**config.mk**
```make
export PLATFORM = sky130hd
export DESIGN_NAME = attr_interp_top
export DESIGN_NICKNAME = d
export VERILOG_FILES = /design/src/hdl/attr_interp_pkg.sv /design/src/hdl/value_delay.sv /design/src/hdl/attr_stepper.sv /design/src/hdl/attr_clamp.sv /design/src/hdl/attr_interp_top.sv
export SDC_FILE = /design/constraint.sdc
export NUM_CORES = 1
export LEC_CHECK = 0
export BUFFER_PORTS_ARGS = -buffer_cell sky130_fd_sc_hd__clkbuf_2
export CAP_MARGIN = 0
export CELL_PAD_IN_SITES_DETAIL_PLACEMENT = 1
export CELL_PAD_IN_SITES_GLOBAL_PLACEMENT = 2
export CORE_MARGIN = 3
export CORE_UTILIZATION = 28
export CTS_CLUSTER_SIZE = 16
export DETAILED_ROUTE_END_ITERATION = 6
export PLACE_DENSITY = 0.81
export SYNTH_ARGS = -nofsm -noshare
export SYNTH_HDL_FRONTEND = slang
export SYNTH_SLANG_ARGS = --single-unit
export TNS_END_PERCENT = 5
```
**constraint.sdc**
```tcl
create_clock -name aclk -period 3.5 [get_ports aclk]
set_input_delay 0.7 -clock aclk [delete_from_list [all_inputs] [get_ports aclk]]
set_output_delay 0.7 -clock aclk [all_outputs]
set_load 0.005 [all_outputs]
```
**src/hdl/attr_interp_pkg.sv**
```systemverilog
// Attribute interpolator shared definitions
// Widths, step command codes, fixed-point slice positions and pipeline depth

package attr_interp_pkg;

    ////////////////////////////////////////
    // Widths
    ////////////////////////////////////////
    localparam int attrib_width     = 32;   // Accumulators, start values, increments
    localparam int color_width      = 8;
    localparam int depth_width      = 16;
    localparam int screen_pos_width = 11;
    localparam int index_width      = 32;
    localparam int keep_width       = 1;
    localparam int cmd_width        = 2;

    ////////////////////////////////////////
    // Rasterizer step commands
    ////////////////////////////////////////
    localparam logic [cmd_width-1:0] cmd_init  = 2'd0;
    localparam logic [cmd_width-1:0] cmd_x_inc = 2'd1;
    localparam logic [cmd_width-1:0] cmd_x_dec = 2'd2;
    localparam logic [cmd_width-1:0] cmd_y_inc = 2'd3;

    // S7.24 colour accumulator cut down to S7.8
    localparam int color_msb = 31;
    localparam int color_lsb = 16;

    // S1.30 depth, bits 29..14 become the output
    localparam int depth_lsb = 14;

    // Stepper register plus clamp register
    localparam int pipe_latency = 2;

    // Sideband fields that ride along with the attributes
    typedef struct packed {
        logic                        last;
        logic [keep_width-1:0]       keep;
        logic [screen_pos_width-1:0] spx;
        logic [screen_pos_width-1:0] spy;
        logic [index_width-1:0]      index;
    } pixel_side_t;

endpackage

```
**src/hdl/value_delay.sv**
```systemverilog
// Fixed-length delay line
// Shifts a payload of any packed type through delay register stages

`timescale 1ns/100ps

module value_delay #(
    parameter type payload_t = logic,
    parameter int  delay     = 1
)
(
    input  logic     aclk,
    input  logic     arst_n,
    input  payload_t din,
    output payload_t dout
);

    payload_t stage [delay];

    always_ff @(posedge aclk or negedge arst_n)
    begin
        if (!arst_n)
        begin
            for (int i = 0; i < delay; i++)
            begin
                stage[i] <= '0;
            end
        end
        else
        begin
            stage[0] <= din;
            for (int i = 1; i < delay; i++)
            begin
                stage[i] <= stage[i - 1];
            end
        end
    end

    assign dout = stage[delay - 1];

endmodule

```
**src/hdl/attr_stepper.sv**
```systemverilog
// Attribute stepper
// Five running accumulators (r, g, b, a, z) driven by the rasterizer step commands

`timescale 1ns/100ps

module attr_stepper (
    input  logic                                          aclk,
    input  logic                                          arst_n,
    input  logic                                          valid,
    input  logic        [attr_interp_pkg::cmd_width-1:0]    cmd,

    input  logic signed [attr_interp_pkg::attrib_width-1:0] color_r,   // S7.24
    input  logic signed [attr_interp_pkg::attrib_width-1:0] color_g,
    input  logic signed [attr_interp_pkg::attrib_width-1:0] color_b,
    input  logic signed [attr_interp_pkg::attrib_width-1:0] color_a,
    input  logic signed [attr_interp_pkg::attrib_width-1:0] color_r_inc_x,
    input  logic signed [attr_interp_pkg::attrib_width-1:0] color_g_inc_x,
    input  logic signed [attr_interp_pkg::attrib_width-1:0] color_b_inc_x,
    input  logic signed [attr_interp_pkg::attrib_width-1:0] color_a_inc_x,
    input  logic signed [attr_interp_pkg::attrib_width-1:0] color_r_inc_y,
    input  logic signed [attr_interp_pkg::attrib_width-1:0] color_g_inc_y,
    input  logic signed [attr_interp_pkg::attrib_width-1:0] color_b_inc_y,
    input  logic signed [attr_interp_pkg::attrib_width-1:0] color_a_inc_y,
    input  logic signed [attr_interp_pkg::attrib_width-1:0] depth_z,   // S1.30
    input  logic signed [attr_interp_pkg::attrib_width-1:0] depth_z_inc_x,
    input  logic signed [attr_interp_pkg::attrib_width-1:0] depth_z_inc_y,

    output logic signed [attr_interp_pkg::attrib_width-1:0] acc_r,
    output logic signed [attr_interp_pkg::attrib_width-1:0] acc_g,
    output logic signed [attr_interp_pkg::attrib_width-1:0] acc_b,
    output logic signed [attr_interp_pkg::attrib_width-1:0] acc_a,
    output logic signed [attr_interp_pkg::attrib_width-1:0] acc_z
);

    // Next value of one accumulator for a given command
    function automatic logic signed [attr_interp_pkg::attrib_width-1:0] next_acc(
        input logic signed [attr_interp_pkg::attrib_width-1:0] acc,
        input logic signed [attr_interp_pkg::attrib_width-1:0] start,
        input logic signed [attr_interp_pkg::attrib_width-1:0] inc_x,
        input logic signed [attr_interp_pkg::attrib_width-1:0] inc_y,
        input logic        [attr_interp_pkg::cmd_width-1:0]    step_cmd
    );
        case (step_cmd)
            attr_interp_pkg::cmd_init:  next_acc = start;
            attr_interp_pkg::cmd_x_inc: next_acc = acc + inc_x;
            attr_interp_pkg::cmd_x_dec: next_acc = acc - inc_x;
            attr_interp_pkg::cmd_y_inc: next_acc = acc + inc_y;
            default:                    next_acc = acc;
        endcase
    endfunction

    always_ff @(posedge aclk or negedge arst_n)
    begin
        if (!arst_n)
        begin
            acc_r <= '0;
            acc_g <= '0;
            acc_b <= '0;
            acc_a <= '0;
            acc_z <= '0;
        end
        else if (valid)    // Non-pixel beats step too
        begin
            acc_r <= next_acc(acc_r, color_r, color_r_inc_x, color_r_inc_y, cmd);
            acc_g <= next_acc(acc_g, color_g, color_g_inc_x, color_g_inc_y, cmd);
            acc_b <= next_acc(acc_b, color_b, color_b_inc_x, color_b_inc_y, cmd);
            acc_a <= next_acc(acc_a, color_a, color_a_inc_x, color_a_inc_y, cmd);
            acc_z <= next_acc(acc_z, depth_z, depth_z_inc_x, depth_z_inc_y, cmd);
        end
    end

endmodule

```
**src/hdl/attr_clamp.sv**
```systemverilog
// Attribute clamp
// Registered truncation and saturation of the colour and depth accumulators

`timescale 1ns/100ps

module attr_clamp (
    input  logic                                      aclk,
    input  logic                                      arst_n,
    input  logic [attr_interp_pkg::attrib_width-1:0]  acc_r,
    input  logic [attr_interp_pkg::attrib_width-1:0]  acc_g,
    input  logic [attr_interp_pkg::attrib_width-1:0]  acc_b,
    input  logic [attr_interp_pkg::attrib_width-1:0]  acc_a,
    input  logic [attr_interp_pkg::attrib_width-1:0]  acc_z,
    output logic [attr_interp_pkg::color_width-1:0]   color_r,
    output logic [attr_interp_pkg::color_width-1:0]   color_g,
    output logic [attr_interp_pkg::color_width-1:0]   color_b,
    output logic [attr_interp_pkg::color_width-1:0]   color_a,
    output logic [attr_interp_pkg::depth_width-1:0]   depth_z
);

    localparam int fx_width = attr_interp_pkg::color_msb - attr_interp_pkg::color_lsb + 1;

    // S7.8 slice to U0.8, negative to 0 and 1.0 or more to full scale
    function automatic logic [attr_interp_pkg::color_width-1:0] sat_color(
        input logic [attr_interp_pkg::attrib_width-1:0] acc
    );
        logic [fx_width-1:0] fx;
        fx = acc[attr_interp_pkg::color_msb : attr_interp_pkg::color_lsb];
        if (fx[fx_width-1])
            sat_color = '0;
        else if (|fx[fx_width-2 : attr_interp_pkg::color_width])
            sat_color = '1;
        else
            sat_color = fx[attr_interp_pkg::color_width-1:0];
    endfunction

    // S1.30 to U0.16
    function automatic logic [attr_interp_pkg::depth_width-1:0] sat_depth(
        input logic [attr_interp_pkg::attrib_width-1:0] acc
    );
        if (acc[attr_interp_pkg::attrib_width-1])
            sat_depth = '0;
        else if (acc[attr_interp_pkg::attrib_width-2])
            sat_depth = '1;
        else
            sat_depth = acc[attr_interp_pkg::depth_lsb +: attr_interp_pkg::depth_width];
    endfunction

    always_ff @(posedge aclk or negedge arst_n)
    begin
        if (!arst_n)
        begin
            color_r <= '0;
            color_g <= '0;
            color_b <= '0;
            color_a <= '0;
            depth_z <= '0;
        end
        else
        begin
            color_r <= sat_color(acc_r);
            color_g <= sat_color(acc_g);
            color_b <= sat_color(acc_b);
            color_a <= sat_color(acc_a);
            depth_z <= sat_depth(acc_z);
        end
    end

endmodule

```
**src/hdl/attr_interp_top.sv**
```systemverilog
// Pixel attribute interpolator
// Steps colour and depth per rasterizer beat, emits clamped attributes per pixel

`timescale 1ns/100ps

module attr_interp_top (
    input  logic                                            aclk,
    input  logic                                            arst_n,

    // Rasterizer stream
    input  logic                                            s_valid,
    input  logic                                            s_last,
    input  logic        [attr_interp_pkg::keep_width-1:0]       s_keep,
    input  logic        [attr_interp_pkg::screen_pos_width-1:0] s_spx,
    input  logic        [attr_interp_pkg::screen_pos_width-1:0] s_spy,
    input  logic        [attr_interp_pkg::index_width-1:0]      s_index,
    input  logic                                            s_pixel,
    input  logic        [attr_interp_pkg::cmd_width-1:0]        s_cmd,

    // Triangle attributes, stable while stepping
    input  logic signed [attr_interp_pkg::attrib_width-1:0] color_r,
    input  logic signed [attr_interp_pkg::attrib_width-1:0] color_g,
    input  logic signed [attr_interp_pkg::attrib_width-1:0] color_b,
    input  logic signed [attr_interp_pkg::attrib_width-1:0] color_a,
    input  logic signed [attr_interp_pkg::attrib_width-1:0] color_r_inc_x,
    input  logic signed [attr_interp_pkg::attrib_width-1:0] color_g_inc_x,
    input  logic signed [attr_interp_pkg::attrib_width-1:0] color_b_inc_x,
    input  logic signed [attr_interp_pkg::attrib_width-1:0] color_a_inc_x,
    input  logic signed [attr_interp_pkg::attrib_width-1:0] color_r_inc_y,
    input  logic signed [attr_interp_pkg::attrib_width-1:0] color_g_inc_y,
    input  logic signed [attr_interp_pkg::attrib_width-1:0] color_b_inc_y,
    input  logic signed [attr_interp_pkg::attrib_width-1:0] color_a_inc_y,
    input  logic signed [attr_interp_pkg::attrib_width-1:0] depth_z,
    input  logic signed [attr_interp_pkg::attrib_width-1:0] depth_z_inc_x,
    input  logic signed [attr_interp_pkg::attrib_width-1:0] depth_z_inc_y,

    // Interpolated pixel stream
    output logic                                            m_valid,
    output logic                                            m_last,
    output logic        [attr_interp_pkg::keep_width-1:0]       m_keep,
    output logic        [attr_interp_pkg::screen_pos_width-1:0] m_spx,
    output logic        [attr_interp_pkg::screen_pos_width-1:0] m_spy,
    output logic        [attr_interp_pkg::index_width-1:0]      m_index,
    output logic        [attr_interp_pkg::color_width-1:0]      m_color_r,
    output logic        [attr_interp_pkg::color_width-1:0]      m_color_g,
    output logic        [attr_interp_pkg::color_width-1:0]      m_color_b,
    output logic        [attr_interp_pkg::color_width-1:0]      m_color_a,
    output logic        [attr_interp_pkg::depth_width-1:0]      m_depth_z
);

    logic signed [attr_interp_pkg::attrib_width-1:0] acc_r;
    logic signed [attr_interp_pkg::attrib_width-1:0] acc_g;
    logic signed [attr_interp_pkg::attrib_width-1:0] acc_b;
    logic signed [attr_interp_pkg::attrib_width-1:0] acc_a;
    logic signed [attr_interp_pkg::attrib_width-1:0] acc_z;
    attr_interp_pkg::pixel_side_t                    side_in;
    attr_interp_pkg::pixel_side_t                    side_out;
    logic                                            pix_valid;

    ////////////////////////////////////////
    // Attribute path
    ////////////////////////////////////////
    attr_stepper u_stepper (
        .aclk          (aclk),
        .arst_n        (arst_n),
        .valid         (s_valid),
        .cmd           (s_cmd),
        .color_r       (color_r),
        .color_g       (color_g),
        .color_b       (color_b),
        .color_a       (color_a),
        .color_r_inc_x (color_r_inc_x),
        .color_g_inc_x (color_g_inc_x),
        .color_b_inc_x (color_b_inc_x),
        .color_a_inc_x (color_a_inc_x),
        .color_r_inc_y (color_r_inc_y),
        .color_g_inc_y (color_g_inc_y),
        .color_b_inc_y (color_b_inc_y),
        .color_a_inc_y (color_a_inc_y),
        .depth_z       (depth_z),
        .depth_z_inc_x (depth_z_inc_x),
        .depth_z_inc_y (depth_z_inc_y),
        .acc_r         (acc_r),
        .acc_g         (acc_g),
        .acc_b         (acc_b),
        .acc_a         (acc_a),
        .acc_z         (acc_z)
    );

    attr_clamp u_clamp (
        .aclk    (aclk),
        .arst_n  (arst_n),
        .acc_r   (acc_r),
        .acc_g   (acc_g),
        .acc_b   (acc_b),
        .acc_a   (acc_a),
        .acc_z   (acc_z),
        .color_r (m_color_r),
        .color_g (m_color_g),
        .color_b (m_color_b),
        .color_a (m_color_a),
        .depth_z (m_depth_z)
    );

    ////////////////////////////////////////
    // Sideband path, matched to the attribute latency
    ////////////////////////////////////////
    assign side_in.last  = s_last;
    assign side_in.keep  = s_keep;
    assign side_in.spx   = s_spx;
    assign side_in.spy   = s_spy;
    assign side_in.index = s_index;
    assign pix_valid     = s_valid & s_pixel;   // Only pixels leave the block

    value_delay #(
        .payload_t (attr_interp_pkg::pixel_side_t),
        .delay     (attr_interp_pkg::pipe_latency)
    ) u_side_delay (
        .aclk   (aclk),
        .arst_n (arst_n),
        .din    (side_in),
        .dout   (side_out)
    );

    value_delay #(
        .payload_t (logic),
        .delay     (attr_interp_pkg::pipe_latency)
    ) u_valid_delay (
        .aclk   (aclk),
        .arst_n (arst_n),
        .din    (pix_valid),
        .dout   (m_valid)
    );

    assign m_last  = side_out.last;
    assign m_keep  = side_out.keep;
    assign m_spx   = side_out.spx;
    assign m_spy   = side_out.spy;
    assign m_index = side_out.index;

endmodule

```
==> results of run 1 <==
==> critical path, cell delays in order <==
cell and delay, ps:
clkbuf_16 130, inv_12 40, ha_4 110, or3b_4 390, or3_4 370, or4_4 430, or3b_4 400, or4_4 490
or3_4 390, or3_4 370, or3_1 330, a21oi_2 120, a21oi_1 50, ha_1 350, and2_4 160, a22o_1 200
a311oi_2 210, xnor2_1 170, a21oi_1 120, a2bb2oi_2 140
==> power breakdown <==
group | internal [mW] | total (mW) | leakage [nW] | switching, mW
logic | 8.40 | 16.7 | 13.4 | 8.28
clock network | 3.01 | 4.94 | 0.754 | 1.93
registers | 4.95 | 6.00 | 3.75 | 1.05
total | 16.4 | 27.6 | 18.0 | 11.3
==> worst min-delay path by stage <==
| stage | startpoint | endpoint | depth (start not counted) |
|---|---|---|---|
| after floorplan | u_side_delay.stage[56]$_DFF_PN0_ | u_side_delay.dout[0]$_DFF_PN0_ | 0 |
| after CTS | arst_n | u_stepper.acc_g[11]$_DFFE_PN0P_ | 1 |
| final | arst_n | u_stepper.acc_a[10]$_DFFE_PN0P_ | 1 |
| after global placement | u_side_delay.stage[58]$_DFF_PN0_ | u_side_delay.dout[2]$_DFF_PN0_ | 0 |
| after detailed placement | u_side_delay.stage[93]$_DFF_PN0_ | u_side_delay.dout[37]$_DFF_PN0_ | 0 |
| after global routing | arst_n | u_stepper.acc_a[7]$_DFFE_PN0P_ | 1 |
==> cells in the mapped netlist, types with 15 or more instances <==
cell,instances
or3_1,65
a31oi_1,56
xor2_1,57
or4_1,27
buf_4,54
o21a_1,18
dfrtp_1,322
nand3_1,40
o31ai_1,35
inv_1,83
nor2_1,391
nand2_1,316
nand2b_1,23
a21o_1,84
xnor2_1,73
buf_1,15
a22oi_1,74
or2_2,16
clkbuf_1,156
a211oi_1,29
and3_1,18
a22o_1,19
o21ai_0,367
a21oi_1,371
nor3_1,105
o211ai_1,20
ha_1,195
nor4_1,32
o21bai_1,20
==> cells by family (layout without fill, tap and decap cells) <==
logic type,count (synthesis),count (layout),synth area share
AOI/OAI and AO/OA,1182,1182,0.278
xor gates and xnor gates,130,130,0.0445
adders and majority gates,200,200,0.0994
buffers and inverters,310,1515,0.0535
DFF,322,322,0.315
muxes,21,21,0.00891
other,0,19,0
and+or+nand+nor,1108,1108,0.201
==> layout make-up <==
class | instances | area share
multi-input cells | 2641 | 0.462
repair buffers | 1352 | 0.237
flip-flops and latches | 322 | 0.212
well taps | 1176 | 0.0387
clock buffers | 55 | 0.0314
clock inverters | 24 | 0.00921
inverters | 84 | 0.00895
diodes | 19 | 0.00125
==> what timing repair did <==
item                                    in CTS  in global routing
gates resized for setup                    197                159
endpoints found under the setup margin     103                113
pin swaps                                   47                 51
gates cloned                                 0                  0
buffers inserted                             7                  1
==> layer usage <==
metal / track usage / wire [um]
met1: 0.303 / 50500
met3: 0.0445 / 6420
met4: 0.0745 / 3530
met5: 0 / 92
met2: 0.424 / 58200
==> registers in the layout, indices dropped and copies added, names as in the netlist, 16 cells and up <==
| register | flops |
|---|---|
| u_stepper.acc_b | 32 |
| u_stepper.acc_g | 32 |
| u_stepper.acc_r | 32 |
| u_stepper.acc_a | 32 |
| u_stepper.acc_z | 32 |
| u_clamp.depth_z | 16 |
| u_side_delay.stage | 56 |
| u_side_delay.dout | 56 |
==> through the flow <==
stage	hold WS, ps	setup WS [ps]	std cells	utilization
6_report	113	-1770	5673	0.421
3_5_place_dp	336	-2510	5567	0.387
3_3_place_gp	331	-2390	5567	0.387
5_1_grt	133	-1990	5666	0.421
4_1_cts	96.8	-1680	5653	0.413
2_1_floorplan	331	-1990	3273	-
==> run metrics, run 1 <==
power density over cell area around 730 nW/um2; DRT Pass-1 Iters 7; Netlist Area Pre-Place roughly 26,000 um2; row cnt between 100 and 150; Final Cycle Share 1.50; All-Layer GR Usage 0.243; Initial Utilization 0.283; total power approximately 28 mW; Post-synth top flop dfrtp_1; DRC violations left 0; Worst Tran Pin Value approximately 980 ps; setup ws final -1770 ps; Worst R2R Start u_stepper.acc_a[0]$_DFFE_PN0P_; Iter 0 DRT Violations around 1,400; Via Count roughly 30,000; # IOs approximately 650; routability cong. 0.867; Fmax around 190 MHz; maximum vdd drop around 0.33 mV; root buf cell clkbuf_16; RSZ-0062 raised after global routing true; R2R cell count 14; CP max FO 5; clk_skew between 15 and 20 ps; CTS clk-pin slew, worst paths 60 ps; IO Port Bufs 646; post-route cell area around 38,000 um2; die width 308 um; vias in the first global route between 30,000 and 40,000; fin nets 5,187; Synth Register Bits 322; WP data required roughly 3900 ps; crit path from color_b_inc_x[0]; most frequent cells in the layout 671 x buf_4, 639 x clkbuf_2, 385 x nor2_1; post-synth top area share 0.315; HPWL Detailed around 94,000 um; register area share after synthesis 0.315; CTS tree yes; synth unique cells 73; Worst EP arrival 5700 ps; Multi-input gate area around 18,000 um2; Syn Nets between 4,000 and 5,000; Slew Viols, Final 0; r2r endpoint u_stepper.acc_a[28]$_DFFE_PN0P_; top post-synthesis cells by area dfrtp_1 32%, ha_1 9.5%, a21oi_1 7.3%, o21ai_0 7.2%, nor2_1 5.7%; Async S/R FF share, synth 1.00; Detailed Route WL approximately 120,000 um; warnings from Yosys 0; failing checks negative setup slack; CP startpoint kind primary input; final hold violation count 0; Syn Inst Count 3,273; Setup violations, final 89; full die area roughly 95,000 um2; clk sinks about 320; GRT overflow 0; HP Class in2async; commonest non-fill, non-tap cell in the layout buf_4; level count of the clock H-tree 2; first-pass GRT wire length ~180,000 um; Die H 308 um; Routed Antenna Nets 0; status complete, but fails checks; sum of negative setup slack -67,880 ps; minimum clock period after layout 5270 ps; ratio of cells with drive above 1 in the final layout 0.384; critical path type in2reg; average cell area after synthesis between 7 and 8 um2; area grow syn2layout 48.8%; Storage cell area a little over 8000 um2; routed wire length per instance approximately 21 um; crit path to u_stepper.acc_b[31]$_DFFE_PN0P_; Crit. End Element register; placed inst area ~35,000 um2; Core Footprint around 90,000 um2; via density per instance approximately 5.2; static leakage 18.0 nW; Synth area leader dfrtp_1; fillers about 11,000; cts hold-fix bufs 0; R2R setup slack 0 ps; CTS Buf Count between 40 and 50; initial antenna violation count 28; Clk Latency, worst-skew pair about 590 ps; Max-slew headroom 0.348; clk buf depth 3; Post-synth EDFFs 0; largest net degree at the start of global routing 147; max-cap viol count 0
No activity file was read; power rests on OpenSTA's default activity.
==> run 2: changes to the inputs <==
TNS_END_PERCENT = unset   (was 5)
==> run metrics, run 2 (synthesis results as in run 1) <==
DRT Pass-1 Iters 5; Detailed Route WL around 120,000 um; root buf cell clkbuf_16; CP max FO 5; largest net degree at the start of global routing 95; DRC violations left 0; CTS clk-pin slew, worst paths about 60 ps; fin nets approximately 5,300; minimum clock period after layout between 5000 and 6000 ps; CP startpoint kind primary input; RSZ-0062 raised after global routing true; first-pass GRT wire length between 150,000 and 200,000 um; vias in the first global route ~32,000; via density per instance approximately 5.2; CTS Buf Count 44; static leakage between 15 and 20 nW; area grow syn2layout 59.0%; routability cong. 0.883; clk buf depth 3; Via Count just over 30,000; final hold violation count 0; maximum vdd drop roughly 0.35 mV; Crit. End Element register; cts hold-fix bufs 0; WP data required slightly below 4000 ps; routed wire length per instance 21.5 um; initial antenna violation count 32; Max-slew headroom 0.545; clk_skew ~30 ps; CTS tree yes; Final Cycle Share 1.47; Worst EP arrival roughly 5600 ps; Die H just over 300 um; most frequent cells in the layout 712 x buf_4, 635 x clkbuf_2, 372 x nor2_1; commonest non-fill, non-tap cell in the layout buf_4; placed inst area 35,900 um2; # IOs roughly 650; HPWL Detailed ~96,000 um; power density over cell area between 700 and 800 nW/um2; Iter 0 DRT Violations 1,336; setup ws final -1650 ps; Initial Utilization 0.283; Clk Latency, worst-skew pair 600 ps; HP Class in2async; Routed Antenna Nets 0; worst slack at placement -2400 ps; ratio of cells with drive above 1 in the final layout 0.448; full die area ~95,000 um2; Setup violations, final 94; IO Port Bufs about 650; clk sinks approximately 320; status complete, but fails checks; Fmax 194 MHz; R2R cell count 12; Core Footprint roughly 90,000 um2; die width 308 um; failing checks negative setup slack; Worst Tran Pin Value roughly 700 ps; critical path type in2reg; GRT overflow 0; max-cap viol count 0; Slew Viols, Final 0; All-Layer GR Usage 0.251; level count of the clock H-tree 2; row cnt 110; post-route cell area approximately 41,000 um2
[run 2: metrics by stage]
step / cells / util / power [mW] / hold slack [ps] / setup TNS (ps)
6_report: 5768 / 0.450 / 30.1 / 73.5 / -67210
3_5_place_dp: 5574 / 0.397 / 22.1 / 336 / -145080
2_1_floorplan: 3273 / - / 15.2 / 331 / -68830
3_3_place_gp: 5574 / 0.397 / 21.6 / 331 / -136760
4_1_cts: 5721 / 0.439 / 29.2 / 58.4 / -57140
5_1_grt: 5764 / 0.450 / 32.4 / 66.3 / -80660
[run 2: what timing repair did]
| action | 4_1_cts | 5_1_grt |
|---|---|---|
| resized for setup | 364 | 163 |
| endpoints found under the setup margin | 97 | 107 |
| pin swaps | 217 | 137 |
| hold endpoints to repair | 0 | 0 |
| buffers inserted | 73 | 34 |
[run 2: final cells by class]
type / count / area, um2
inverter: 84 / 403
clock inverter: 28 / 382
tap: 1176 / 1470
antenna: 18 / 45.0
timing repair buffer: 1445 / 9900
fill: 10900 / 49600
clock buffer: 54 / 1200
multi-input combinational: 2641 / 19200
sequential: 322 / 8060
[run 2: final timing paths]
path                                                    end  slack [ps]                        startpoint
max                         u_stepper.acc_b[31]$_DFFE_PN0P_       -1650                  color_b_inc_x[0]
min                            u_clamp.color_g[1]$_DFF_PN0_          70                            arst_n
max reg2reg                 u_stepper.acc_b[30]$_DFFE_PN0P_          70    u_stepper.acc_b[0]$_DFFE_PN0P_
min reg2reg                 u_side_delay.dout[36]$_DFF_PN0_         340  u_side_delay.stage[92]$_DFF_PN0_
max in group asynchronous    u_stepper.acc_a[4]$_DFFE_PN0P_        2480                            arst_n
min in group aclk          u_side_delay.stage[77]$_DFF_PN0_         200                       s_index[21]
[run 2: report_power, final]
part	internal [mW]	total, mW	switching [mW]
Combinational	9.67	19.1	9.39
Sequential	4.95	6.07	1.12
Clock	2.99	4.99	1.99
Total	17.6	30.1	12.5
[run 2: critical path, stage by stage]
cell	delay [ps]
clkbuf_16	140
inv_12	40
ha_4	110
or3b_4	370
or3_4	340
or4_4	430
or3b_4	390
or4_4	500
or3_4	380
or3_4	370
or3_1	340
a21oi_2	150
a21oi_2	50
ha_1	310
and2_4	150
a22o_1	200
a311oi_2	210
xnor2_1	170
a21oi_1	90
a2bb2oi_1	140
[run 2: layer usage]
| metal | GRT usage | part of all wire | vias to the layer above |
|---|---|---|---|
| met1 | 0.297 | 0.41 | 15000 |
| met3 | 0.0474 | 0.050 | 190 |
| met2 | 0.462 | 0.51 | 665 |
| met5 | 0 | 0.00093 | - |
| li1 | - | - | 14400 |
| met4 | 0.0707 | 0.028 | 16 |
